### src/hdl/rv_pkg.sv
package rv_pkg;

  // ------------------------------
  // Widths
  // ------------------------------
  localparam int XLEN = 32;
  localparam int REG_AW = 5;

  typedef logic [XLEN-1:0] word_t;
  typedef logic [REG_AW-1:0] reg_idx_t;

  // ------------------------------
  // Encodings
  // ------------------------------

  // Major opcodes, instr[6:0]
  typedef enum logic [6:0] {
    OP_LUI    = 7'b0110111,
    OP_IMM    = 7'b0010011,
    OP_REG    = 7'b0110011,
    OP_LOAD   = 7'b0000011,
    OP_STORE  = 7'b0100011,
    OP_BRANCH = 7'b1100011,
    OP_JAL    = 7'b1101111,
    OP_SYSTEM = 7'b1110011
  } opcode_e;

  typedef enum logic [3:0] {
    ALU_ADD,
    ALU_SUB,
    ALU_SLL,
    ALU_SLT,
    ALU_SLTU,
    ALU_XOR,
    ALU_SRL,
    ALU_SRA,
    ALU_OR,
    ALU_AND,
    ALU_PASS_B
  } alu_op_e;

  // Write-back source
  typedef enum logic [1:0] {
    RES_ALU,
    RES_MEM,
    RES_PC4
  } res_src_e;

  typedef enum logic [1:0] {
    SIZE_B,
    SIZE_H,
    SIZE_W
  } mem_size_e;

  // ------------------------------
  // Structs
  // ------------------------------

  // Decoded control of one instruction
  typedef struct packed {
    logic       reg_write;
    alu_op_e    alu_op;
    logic       alu_b_imm;
    res_src_e   res_src;
    logic       mem_read;
    logic       mem_write;
    mem_size_e  mem_size;
    logic       mem_unsigned;
    logic       is_branch;
    logic       is_jump;
    logic [2:0] branch_funct3;
    reg_idx_t   rd;
    reg_idx_t   rs1;
    reg_idx_t   rs2;
  } ctrl_t;

  // Data memory write port
  typedef struct packed {
    logic       we;
    word_t      addr;
    word_t      data;
    logic [3:0] strb;
  } dmem_wr_t;

endpackage

### src/hdl/rv_core.sv
`timescale 1ns/10ps

module rv_core import rv_pkg::*; #(
  parameter word_t RESET_PC = '0
) (
  input  logic     clk,
  input  logic     rst_n,
  output logic     imem_ren,
  output word_t    imem_raddr,
  input  word_t    imem_rdata,
  output logic     dmem_ren,
  output word_t    dmem_raddr,
  input  word_t    dmem_rdata,
  output dmem_wr_t dmem_wr,
  output logic     ebreak,
  output logic     trap
);

  word_t pc;
  ctrl_t ctrl;
  word_t imm;
  logic  is_ebreak;
  logic  illegal;
  word_t rs1_data;
  word_t rs2_data;
  word_t alu_result;
  logic  branch_taken;
  word_t target;
  word_t load_data;
  word_t rd_data;
  logic  halt;
  logic  enable;

  assign halt = ebreak || trap;

  // Retire only out of reset, not halted and not halting now
  assign enable = rst_n && !halt && !is_ebreak && !illegal;

  assign imem_ren   = rst_n && !halt;
  assign imem_raddr = pc;

  // ------------------------------
  // Stages
  // ------------------------------
  rv_fetch #(.RESET_PC(RESET_PC)) u_fetch (
    .clk            (clk),
    .rst_n          (rst_n),
    .branch_taken   (branch_taken),
    .is_jump        (ctrl.is_jump),
    .target         (target),
    .halt_req_ebreak(is_ebreak),
    .halt_req_trap  (illegal),
    .pc             (pc),
    .ebreak         (ebreak),
    .trap           (trap)
  );

  rv_decode u_decode (
    .instr    (imem_rdata),
    .ctrl     (ctrl),
    .imm      (imm),
    .is_ebreak(is_ebreak),
    .illegal  (illegal)
  );

  rv_regfile u_regfile (
    .clk     (clk),
    .rs1     (ctrl.rs1),
    .rs2     (ctrl.rs2),
    .rs1_data(rs1_data),
    .rs2_data(rs2_data),
    .we      (enable && ctrl.reg_write),
    .rd      (ctrl.rd),
    .rd_data (rd_data)
  );

  rv_execute u_execute (
    .ctrl        (ctrl),
    .pc          (pc),
    .rs1_data    (rs1_data),
    .rs2_data    (rs2_data),
    .imm         (imm),
    .alu_result  (alu_result),
    .branch_taken(branch_taken),
    .target      (target)
  );

  // Address comes from the ALU adder, store data from rs2
  rv_lsu u_lsu (
    .ctrl      (ctrl),
    .addr      (alu_result),
    .store_data(rs2_data),
    .dmem_ren  (dmem_ren),
    .dmem_raddr(dmem_raddr),
    .dmem_rdata(dmem_rdata),
    .dmem_wr   (dmem_wr),
    .load_data (load_data),
    .enable    (enable)
  );

  // ------------------------------
  // Write-back select
  // ------------------------------
  always_comb begin
    case (ctrl.res_src)
      RES_MEM: rd_data = load_data;
      RES_PC4: rd_data = pc + word_t'(4);
      default: rd_data = alu_result;
    endcase
  end

endmodule

### src/hdl/rv_decode.sv
`timescale 1ns/10ps

module rv_decode import rv_pkg::*; (
  input  word_t instr,
  output ctrl_t ctrl,
  output word_t imm,
  output logic  is_ebreak,
  output logic  illegal
);

  localparam word_t EBREAK_INSTR = 32'h0010_0073;

  opcode_e    opcode;
  logic [2:0] funct3;
  logic [6:0] funct7;
  word_t      imm_i;
  word_t      imm_s;
  word_t      imm_b;
  word_t      imm_u;
  word_t      imm_j;

  // Shared funct3 to ALU op map for OP and OP-IMM
  function automatic alu_op_e alu_from_funct3(input logic [2:0] f3, input logic alt);
    case (f3)
      3'b000:  return alt ? ALU_SUB : ALU_ADD;
      3'b001:  return ALU_SLL;
      3'b010:  return ALU_SLT;
      3'b011:  return ALU_SLTU;
      3'b100:  return ALU_XOR;
      3'b101:  return alt ? ALU_SRA : ALU_SRL;
      3'b110:  return ALU_OR;
      default: return ALU_AND;
    endcase
  endfunction

  assign opcode = opcode_e'(instr[6:0]);
  assign funct3 = instr[14:12];
  assign funct7 = instr[31:25];

  // ------------------------------
  // Immediate formats
  // ------------------------------
  assign imm_i = {{20{instr[31]}}, instr[31:20]};
  assign imm_s = {{20{instr[31]}}, instr[31:25], instr[11:7]};
  assign imm_b = {{19{instr[31]}}, instr[31], instr[7], instr[30:25], instr[11:8], 1'b0};
  assign imm_u = {instr[31:12], 12'b0};
  assign imm_j = {{11{instr[31]}}, instr[31], instr[19:12], instr[20], instr[30:21], 1'b0};

  // ------------------------------
  // Control generation
  // ------------------------------
  always_comb begin
    ctrl               = '0;
    ctrl.alu_op        = ALU_ADD;
    ctrl.res_src       = RES_ALU;
    ctrl.mem_size      = SIZE_W;
    ctrl.branch_funct3 = funct3;
    ctrl.rd            = instr[11:7];
    ctrl.rs1           = instr[19:15];
    ctrl.rs2           = instr[24:20];
    imm                = imm_i;
    is_ebreak          = 1'b0;
    illegal            = 1'b0;

    case (opcode)
      OP_LUI: begin
        ctrl.reg_write = 1'b1;
        ctrl.alu_op    = ALU_PASS_B;
        ctrl.alu_b_imm = 1'b1;
        imm            = imm_u;
      end
      OP_IMM: begin
        ctrl.reg_write = 1'b1;
        ctrl.alu_b_imm = 1'b1;
        // Only SRAI may set funct7[5]; ADDI has no subtract form
        ctrl.alu_op    = alu_from_funct3(funct3, (funct3 == 3'b101) && funct7[5]);
        if (funct3 == 3'b001) begin
          illegal = (funct7 != 7'b0000000);
        end else if (funct3 == 3'b101) begin
          illegal = (funct7 != 7'b0000000) && (funct7 != 7'b0100000);
        end
      end
      OP_REG: begin
        ctrl.reg_write = 1'b1;
        ctrl.alu_op    = alu_from_funct3(funct3, funct7[5]);
        // Alternate encoding only exists for SUB and SRA
        if (funct7 == 7'b0100000) begin
          illegal = (funct3 != 3'b000) && (funct3 != 3'b101);
        end else begin
          illegal = (funct7 != 7'b0000000);
        end
      end
      OP_LOAD: begin
        ctrl.reg_write    = 1'b1;
        ctrl.alu_b_imm    = 1'b1;
        ctrl.res_src      = RES_MEM;
        ctrl.mem_read     = 1'b1;
        ctrl.mem_size     = mem_size_e'(funct3[1:0]);
        ctrl.mem_unsigned = funct3[2];
        // LB LH LW LBU LHU only
        illegal = (funct3[1:0] == 2'b11) || (funct3 == 3'b110);
      end
      OP_STORE: begin
        ctrl.alu_b_imm = 1'b1;
        ctrl.mem_write = 1'b1;
        ctrl.mem_size  = mem_size_e'(funct3[1:0]);
        imm            = imm_s;
        illegal        = funct3[2] || (funct3[1:0] == 2'b11);
      end
      OP_BRANCH: begin
        ctrl.is_branch = 1'b1;
        imm            = imm_b;
        // funct3 010 and 011 are unused
        illegal        = (funct3[2:1] == 2'b01);
      end
      OP_JAL: begin
        ctrl.reg_write = 1'b1;
        ctrl.res_src   = RES_PC4;
        ctrl.is_jump   = 1'b1;
        imm            = imm_j;
      end
      OP_SYSTEM: begin
        is_ebreak = (instr == EBREAK_INSTR);
        illegal   = !is_ebreak;
      end
      default: begin
        illegal = 1'b1;
      end
    endcase

    // An invalid instruction has no side effects
    if (illegal) begin
      ctrl.reg_write = 1'b0;
      ctrl.mem_read  = 1'b0;
      ctrl.mem_write = 1'b0;
      ctrl.is_branch = 1'b0;
      ctrl.is_jump   = 1'b0;
    end
  end

endmodule

### src/hdl/rv_execute.sv
`timescale 1ns/10ps

module rv_execute import rv_pkg::*; (
  input  ctrl_t ctrl,
  input  word_t pc,
  input  word_t rs1_data,
  input  word_t rs2_data,
  input  word_t imm,
  output word_t alu_result,
  output logic  branch_taken,
  output word_t target
);

  word_t      alu_b;
  logic [4:0] shamt;
  logic       cond;

  // ------------------------------
  // ALU
  // ------------------------------
  assign alu_b = ctrl.alu_b_imm ? imm : rs2_data;
  assign shamt = alu_b[4:0];

  always_comb begin
    case (ctrl.alu_op)
      ALU_ADD:    alu_result = rs1_data + alu_b;
      ALU_SUB:    alu_result = rs1_data - alu_b;
      ALU_SLL:    alu_result = rs1_data << shamt;
      ALU_SLT:    alu_result = word_t'($signed(rs1_data) < $signed(alu_b));
      ALU_SLTU:   alu_result = word_t'(rs1_data < alu_b);
      ALU_XOR:    alu_result = rs1_data ^ alu_b;
      ALU_SRL:    alu_result = rs1_data >> shamt;
      ALU_SRA:    alu_result = word_t'($signed(rs1_data) >>> shamt);
      ALU_OR:     alu_result = rs1_data | alu_b;
      ALU_AND:    alu_result = rs1_data & alu_b;
      ALU_PASS_B: alu_result = alu_b;
      default:    alu_result = '0;
    endcase
  end

  // ------------------------------
  // Branch compare
  // ------------------------------
  // Always on the two registers, independent of alu_b
  always_comb begin
    case (ctrl.branch_funct3)
      3'b000:  cond = (rs1_data == rs2_data);
      3'b001:  cond = (rs1_data != rs2_data);
      3'b100:  cond = ($signed(rs1_data) < $signed(rs2_data));
      3'b101:  cond = ($signed(rs1_data) >= $signed(rs2_data));
      3'b110:  cond = (rs1_data < rs2_data);
      3'b111:  cond = (rs1_data >= rs2_data);
      default: cond = 1'b0;
    endcase
  end

  assign branch_taken = ctrl.is_branch && cond;

  // PC relative target, shared by branches and JAL
  assign target = pc + imm;

endmodule

### src/hdl/rv_fetch.sv
`timescale 1ns/10ps

module rv_fetch import rv_pkg::*; #(
  parameter word_t RESET_PC = '0
) (
  input  logic  clk,
  input  logic  rst_n,
  input  logic  branch_taken,
  input  logic  is_jump,
  input  word_t target,
  input  logic  halt_req_ebreak,
  input  logic  halt_req_trap,
  output word_t pc,
  output logic  ebreak,
  output logic  trap
);

  logic  halt;
  word_t pc_next;

  assign halt = ebreak || trap;

  // Redirect on taken branch or JAL, else fall through
  assign pc_next = (branch_taken || is_jump) ? target : pc + word_t'(4);

  // ------------------------------
  // PC and sticky halt
  // ------------------------------
  always_ff @(posedge clk) begin
    if (!rst_n) begin
      pc     <= RESET_PC;
      ebreak <= 1'b0;
      trap   <= 1'b0;
    end else if (!halt) begin
      if (halt_req_ebreak) begin
        ebreak <= 1'b1;
      end
      if (halt_req_trap) begin
        trap <= 1'b1;
      end
      // PC stays on the halting instruction
      if (!(halt_req_ebreak || halt_req_trap)) begin
        pc <= pc_next;
      end
    end
  end

endmodule

### src/hdl/rv_lsu.sv
`timescale 1ns/10ps

module rv_lsu import rv_pkg::*; (
  input  ctrl_t    ctrl,
  input  word_t    addr,
  input  word_t    store_data,
  output logic     dmem_ren,
  output word_t    dmem_raddr,
  input  word_t    dmem_rdata,
  output dmem_wr_t dmem_wr,
  output word_t    load_data,
  input  logic     enable
);

  word_t rdata_shifted;

  // ------------------------------
  // Store path
  // ------------------------------
  always_comb begin
    dmem_wr.we   = enable && ctrl.mem_write;
    dmem_wr.addr = addr;
    case (ctrl.mem_size)
      SIZE_B: begin
        // Byte copied to all four lanes
        dmem_wr.data = {4{store_data[7:0]}};
        dmem_wr.strb = 4'b0001 << addr[1:0];
      end
      SIZE_H: begin
        dmem_wr.data = {2{store_data[15:0]}};
        dmem_wr.strb = addr[1] ? 4'b1100 : 4'b0011;
      end
      default: begin
        dmem_wr.data = store_data;
        dmem_wr.strb = 4'b1111;
      end
    endcase
  end

  // ------------------------------
  // Load path
  // ------------------------------
  assign dmem_ren   = enable && ctrl.mem_read;
  assign dmem_raddr = addr;

  // Addressed lane moved down to bit 0
  assign rdata_shifted = dmem_rdata >> {addr[1:0], 3'b000};

  always_comb begin
    case (ctrl.mem_size)
      SIZE_B: begin
        load_data = ctrl.mem_unsigned ? {24'b0, rdata_shifted[7:0]}
                                      : {{24{rdata_shifted[7]}}, rdata_shifted[7:0]};
      end
      SIZE_H: begin
        load_data = ctrl.mem_unsigned ? {16'b0, rdata_shifted[15:0]}
                                      : {{16{rdata_shifted[15]}}, rdata_shifted[15:0]};
      end
      default: begin
        load_data = dmem_rdata;
      end
    endcase
  end

endmodule

### src/hdl/rv_regfile.sv
`timescale 1ns/10ps

module rv_regfile import rv_pkg::*; (
  input  logic     clk,
  input  reg_idx_t rs1,
  input  reg_idx_t rs2,
  output word_t    rs1_data,
  output word_t    rs2_data,
  input  logic     we,
  input  reg_idx_t rd,
  input  word_t    rd_data
);

  // x0 slot exists but is never written
  word_t regs [1 << REG_AW];

  // Synchronous write port
  always_ff @(posedge clk) begin
    if (we && (rd != '0)) begin
      regs[rd] <= rd_data;
    end
  end

  // Asynchronous reads, x0 forced to zero
  assign rs1_data = (rs1 == '0) ? '0 : regs[rs1];
  assign rs2_data = (rs2 == '0) ? '0 : regs[rs2];

endmodule

### config.mk
export PLATFORM = sky130hd
export DESIGN_NAME = rv_core
export DESIGN_NICKNAME = d
export VERILOG_FILES = /design/src/hdl/rv_pkg.sv /design/src/hdl/rv_core.sv /design/src/hdl/rv_decode.sv /design/src/hdl/rv_execute.sv /design/src/hdl/rv_fetch.sv /design/src/hdl/rv_lsu.sv /design/src/hdl/rv_regfile.sv
export SDC_FILE = /design/constraint.sdc
export NUM_CORES = 2
export LEC_CHECK = 0
export ABC_CLOCK_PERIOD_IN_PS = 29200
export BUFFER_PORTS_ARGS = -buffer_cell sky130_fd_sc_hd__buf_2
export CAP_MARGIN = 40
export CORE_AREA = 3 3 295 442
export CTS_CLUSTER_DIAMETER = 150
export CTS_CLUSTER_SIZE = 28
export DETAILED_ROUTE_END_ITERATION = 12
export DIE_AREA = 0 0 298 445
export HOLD_SLACK_MARGIN = 0.12
export PLACE_DENSITY = 0.66
export SLEW_MARGIN = 30
export SYNTH_ARGS = -nofsm -noshare
export SYNTH_HDL_FRONTEND = slang
export SYNTH_SLANG_ARGS = --single-unit
### constraint.sdc
create_clock -name clk -period 29.2 [get_ports clk]
set_input_delay 4.38 -clock clk [delete_from_list [all_inputs] [get_ports clk]]
set_output_delay 4.38 -clock clk [all_outputs]
set_load 0.03 [all_outputs]
-- Yosys cells after proc, flatten, opt, wreduce, memory -nomap -nowiden
Memory sizes are Yosys's and may differ from the RTL's.
Cells that the tools add are included.
- output and inout port bits: 137
- word-level logic and storage cells: 134
- bits of input ports: 66
- bits in read-only memories: 0
- memories: 1
- memory bits (writable): 1024
- bits in registers: 34
- latch bits: 0
- $mul: 0
- shift operators: 5
- muxes and demuxes: 39
- reduce and logical (&&, ||, !) cells: 35
- equality and inequality tests: 36
- add/subtract/negate cells: 4
- divide/modulo/power cells: 0
- $lt $le $gt $ge: 6
- bitwise logic cells: 5
- memories (name ; depth ; width ; read ports ; clocked after Yosys merged registers in ; write ports ; line ; RTL):
    u_regfile.regs ; 32 ; 32 ; 2 ; 0 ; 1 ; rv_regfile.sv:15 ; word_t regs [1 << REG_AW];
- operators by type and width (operator ; count):
    $pmux W32 S11 ; 1
    $mux W32 ; 6
    $lt A32 B32 Y1 ; 4
    $pmux W32 S2 ; 2
    $pmux W31 S4 ; 1
    $pmux W36 S2 ; 1
    $add A32 B32 Y32 ; 2
    $ge A32 B32 Y1 ; 2
    $pmux W4 S7 ; 2
    $add A32 B3 Y32 const B ; 1
    $and A32 B32 Y32 ; 1
    $eq A32 B21 Y1 const B ; 1
    $eq A32 B32 Y1 ; 1
    $ne A32 B32 Y1 ; 1
    $or A32 B32 Y32 ; 1
    $shl A32 B5 Y32 ; 1
    $shr A32 B5 Y16 ; 1
    $shr A32 B5 Y32 ; 1
    $sshr A32 B5 Y32 ; 1
    $sub A32 B32 Y32 ; 1
    $xor A32 B32 Y32 ; 1
    $eq A7 B6 Y1 const B ; 4
    $eq A7 B7 Y1 const B ; 3
    $mux W1 ; 18
    35 further kinds ; 72

-- Longest topological paths before layout
- depth after elaboration: 11
- gate-level depth with buffers: 31
- gate-level depth less buffers: 24

-- Modules after synthesis
A second synthesis with hierarchy kept.
- cell total of the unflattened synthesis: 5240
- area total of the unflattened synthesis: 65648.0 sq um
- by module, submodules not included (module ; area an instance (sq um) ; sequential area each (sq um) ; cells an instance ; times used):
    rv_regfile ; 47929.7 ; 30749.5 ; 2564 ; 1
    rv_execute ; 11564.8 ; 0.0 ; 1761 ; 1
    rv_fetch ; 2144.6 ; 680.7 ; 287 ; 1
    rv_lsu ; 1754.2 ; 0.0 ; 265 ; 1
    rv_core ; 1258.7 ; 0.0 ; 203 ; 1
    rv_decode ; 996.0 ; 0.0 ; 160 ; 1

-- Worst setup path before layout
No wires, ideal clock.
- kind: input to output
- start: in imem_rdata[20]
- end: out dmem_wr[2] in the netlist's numbering
- cell stages on the path: 26
- buffers on the path: 10
- required time: 24820 ps
- arrival: 11139 ps
- slack: 13681 ps
- path through: buf_6 > buf_6 > buf_12 > buf_6 > clkbuf_1 > buf_1 > buf_1 > mux4_2 > mux4_2 > a22oi_1 > mux2i_1 > ha_1 > clkbuf_1 > or3_1 > nand3b_1 > a211o_1 > a31oi_1 > nor2_1 > o31ai_4 > a211oi_1 > o311ai_1 > o211a_4 > buf_2 > buf_2 > nor2_1 > a21oi_1
- RTL lines (element ; line ; RTL):
    start: declaration ; rv_core.sv:10 ; input word_t imem_rdata,
    end: declaration ; rv_core.sv:14 ; output dmem_wr_t dmem_wr,

==> metrics.md <==
| Metric | Value |
|---|---|
| Starting density of the core | `0.4990` |
| Syn Inst Count | `4772` |
| Fin crit share | `0.6164` |
| Mux cell area share after synthesis | `0.2277` |
| DRC viols | `0` |
| Final Slew Violations | `0` |
| Hold EP | `u_fetch.pc[12]` |
| Worst setup SP type | `input pin` |
| MaxCap Viol Count | `0` |
| Ports | `203` |
| Reg2Reg Depth | `26` |
| Die Width | `298 um` |
| Largest buffer count on any clock path | `3` |
| Clock slew at reported path FFs | `140 ps` |
| First-pass GRT wire length | `368.5 mm` |
| Post-synth design cell area | `63340 um2` |
| Setup-failing EPs final | `0` |
| Crit. End Element | `primary output` |
| Total power | `0.003993 W` |
| Status | `completed` |
| Flops & latches, synth | `1058` |
| CP required | `24820 ps` |
| Setup_tns | `0 ps` |
| Core Box Area | `126900 um2` |
| Port Buffers | `202` |
| DRT antenna net count | `0` |
| Hold path depth | `2` |
| Crit Path Class | `input pin to primary output` |
| Min cycle time layout | `18000 ps` |
| Final Skew | `112.2 ps` |
| Wire per inst | `40.20 um` |
| Initial antenna violation count | `14` |
| GPL Wtd Cong | `1.105` |
| Main combinational cell family by area after synthesis | `multiplexers` |
| RSZ-0062 raised after global routing | `false` |
| Global route total overflow | `0` |
| Hold Crit Start | `u_fetch.pc[12]` |
| Overall via count from detail_route | `48580` |
| R2r startpoint | `u_regfile.regs[7][5]` |
| DP Area | `67180 um2` |
| Share of layout cells above drive strength 1 | `0.2321` |
| Distinct cell type count after synthesis | `113` |
| CTS H-tree depth | `2` |
| PD cells | `58.06 nW/um2` |
| Post-synth EDFFs | `1024` |
| Layout area overhead | `8.572%` |
| Post-CTS Setup Bufs | `0` |
| Crit path max fanout | `69` |
| Peak supply drop | `0.00004500 V` |
| Clk_lat worst skew | `740 ps` |
| Row count | `160` |
| Post-CTS Resized | `0` |
| CTS tree | `yes` |
| Compound-Gate Fraction of Synth Area | `0.1193` |
| R2R setup slack | `20370 ps` |
| Syn avg cell area | `13.27 um2` |
| Cts bufs inserted | `45` |
| Top_reg_cell synth | `edfxtp_1` |
| Slew HR | `0.3483` |
| Min-delay worst type | `flop to flop` |
| Final WL | `267.1 mm` |
| Syn. warnings | `0` |
| Post-layout util | `0.5418` |
| Largest net degree at the start of global routing | `90` |
| Clk Tree Root Cell | `clkbuf_16` |
| Post-DP HPWL | `181.4 mm` |
| CTS Sinks | `1058` |
| DRT Pass-1 Iters | `7` |
| Worst path arrival time | `13620 ps` |
| Worst-Margin Slew | `970.1 ps` |
| GRT Total Usage | `0.3967` |
| Fill cells | `10670` |
| Worst r2r dst | `u_regfile.regs[8][26]` |
| LEAKAGE | `24.03 nW` |
| Async SR Flop Fraction | `0` |
| Cts hold-fix bufs | `0` |
| Avg Vias per Cell | `7.310` |
| Design area | `68760 um2` |
| Post-synthesis adder-cell area fraction | `0.03315` |
| Final hold vios | `0` |
| Synth Area in Simple Gates | `0.07531` |
| Die Y | `445 um` |
| Vias in the first global route | `47220` |
| Fin nets | `5151` |
| Xor and xnor area share after synthesis | `0.008297` |
| Max Fclk | `55.56 MHz` |
| Register area share after synthesis | `0.4962` |
| Die area | `132600 um2` |
| Iter 0 DRT Violations | `6798` |
-- power by group --
group / switching [W] / total [W] / internal (W)
combinational: 0.000981 / 0.00135 / 0.000371
sequential: 0.00000562 / 0.00186 / 0.00186
clock: 0.000479 / 0.000776 / 0.000297
-- cell usage in the layout (no fill, tap or decap), types with 132 or more instances in the layout --
| master | n |
|---|---|
| a21oi_1 | 235 |
| buf_2 | 203 |
| buf_4 | 199 |
| edfxtp_1 | 1024 |
| ha_1 | 163 |
| inv_1 | 132 |
| mux2i_1 | 336 |
| mux4_2 | 470 |
| nand2_1 | 263 |
| nor2_1 | 297 |
| o21ai_0 | 211 |
-- through the flow --
stage          cells  hold slack, ps  setup slack (ps)
6_report        6645           560.2             11200
5_1_grt         6634           598.3             11250
4_1_cts         6621           550.2             11360
3_5_place_dp    6560           529.2             11360
3_3_place_gp    6519           514.8             11280
2_1_floorplan   4803           624.0             13680
-- Yosys cell counts (20+ instances only) --
library cell	count	area share
edfxtp_1	1024	0.49
a22oi_1	88	0.010
buf_6	27	0.0048
nor2b_1	39	0.0039
dfxtp_1	34	0.011
o211ai_1	47	0.0056
a21oi_1	237	0.019
nand3_1	89	0.0070
a211oi_1	66	0.0078
o22ai_1	49	0.0048
mux2_2	31	0.0055
a22o_1	43	0.0059
nor3_1	66	0.0052
o221ai_1	34	0.0047
and2_1	36	0.0036
o21a_1	23	0.0027
nand2_1	264	0.016
inv_1	133	0.0079
a221o_1	22	0.0035
nand2b_1	34	0.0034
mux4_2	470	0.17
o21ai_0	216	0.017
xnor2_1	31	0.0043
nand4_1	28	0.0028
buf_2	56	0.0044
mux2i_1	338	0.053
clkbuf_1	176	0.010
a21o_1	44	0.0052
a31oi_1	26	0.0026
o21bai_1	22	0.0026
buf_4	58	0.0069
a221oi_1	24	0.0033
buf_1	53	0.0031
a211o_1	20	0.0028
and3_1	33	0.0033
nor2_1	331	0.020
ha_1	163	0.032
xor2_1	29	0.0040
-- routing by layer --
layer,part of all wire,track usage,wire length [um]
met1,0.33,0.4655,88460
met3,0.11,0.08706,28190
met5,0.000049,0,13
met4,0.097,0.3072,25820
met2,0.47,0.6365,124700
-- state kept, by name, summed over array words and instances, names as in the netlist --
signal / flops
u_regfile.regs: 1024
u_fetch.ebreak: 1
u_fetch.pc: 32
u_fetch.trap: 1
-- critical path, cell delays in order --
cell and delay [ps]:
buf_8 420, buf_4 730, buf_4 660, nor2b_1 630, a21oi_1 130, o211ai_1 190
nand4_4 480, mux2i_4 440, buf_4 550, inv_2 80, ha_1 270, nor4_1 320
o21ai_0 290, a41o_1 360, a211oi_1 500, o21ai_0 480, a2111oi_0 530, nor3_1 170
a221o_1 370, o21ai_0 260, nand4_1 800, buf_2 440
-- kinds of logic (layout without fill, tap and decap cells) --
| kind of cell | Yosys count | after routing |
|---|---|---|
| xor+xnor | 60 | 60 |
| mux | 846 | 846 |
| buf+inv | 523 | 653 |
| compound gates | 1107 | 1107 |
| flops | 1058 | 1058 |
| fa+ha+maj | 166 | 166 |
| other cells | 1 | 43 |
| simple gates | 1011 | 1011 |
-- area by class of cell --
class	instances	area [um2]	area share
inverters	147	559.3	0.008133
multi-input cells	3222	29990	0.4361
well taps	1701	2128	0.03095
diodes	11	27.53	0.0004003
clock buffers	55	1185	0.01723
repair buffers	445	3337	0.04853
clock inverters	6	106.4	0.001547
flip-flops and latches	1058	31430	0.4571
-- worst max-delay path by stage --
| stage | start | to | slack [ps] | cells past startpoint |
|---|---|---|---|---|
| after floorplan | imem_rdata[20] | dmem_wr[2] | 13680 | 26 |
| after global placement | imem_rdata[20] | dmem_raddr[31] | 11280 | 24 |
| after detailed placement | imem_rdata[20] | dmem_raddr[31] | 11360 | 21 |
| after CTS | imem_rdata[20] | dmem_raddr[31] | 11360 | 21 |
| after global routing | imem_rdata[21] | dmem_wr[56] | 11250 | 23 |
| final | imem_rdata[21] | dmem_wr[56] | 11200 | 22 |
Note: power is estimated with default switching activity, not from simulation.
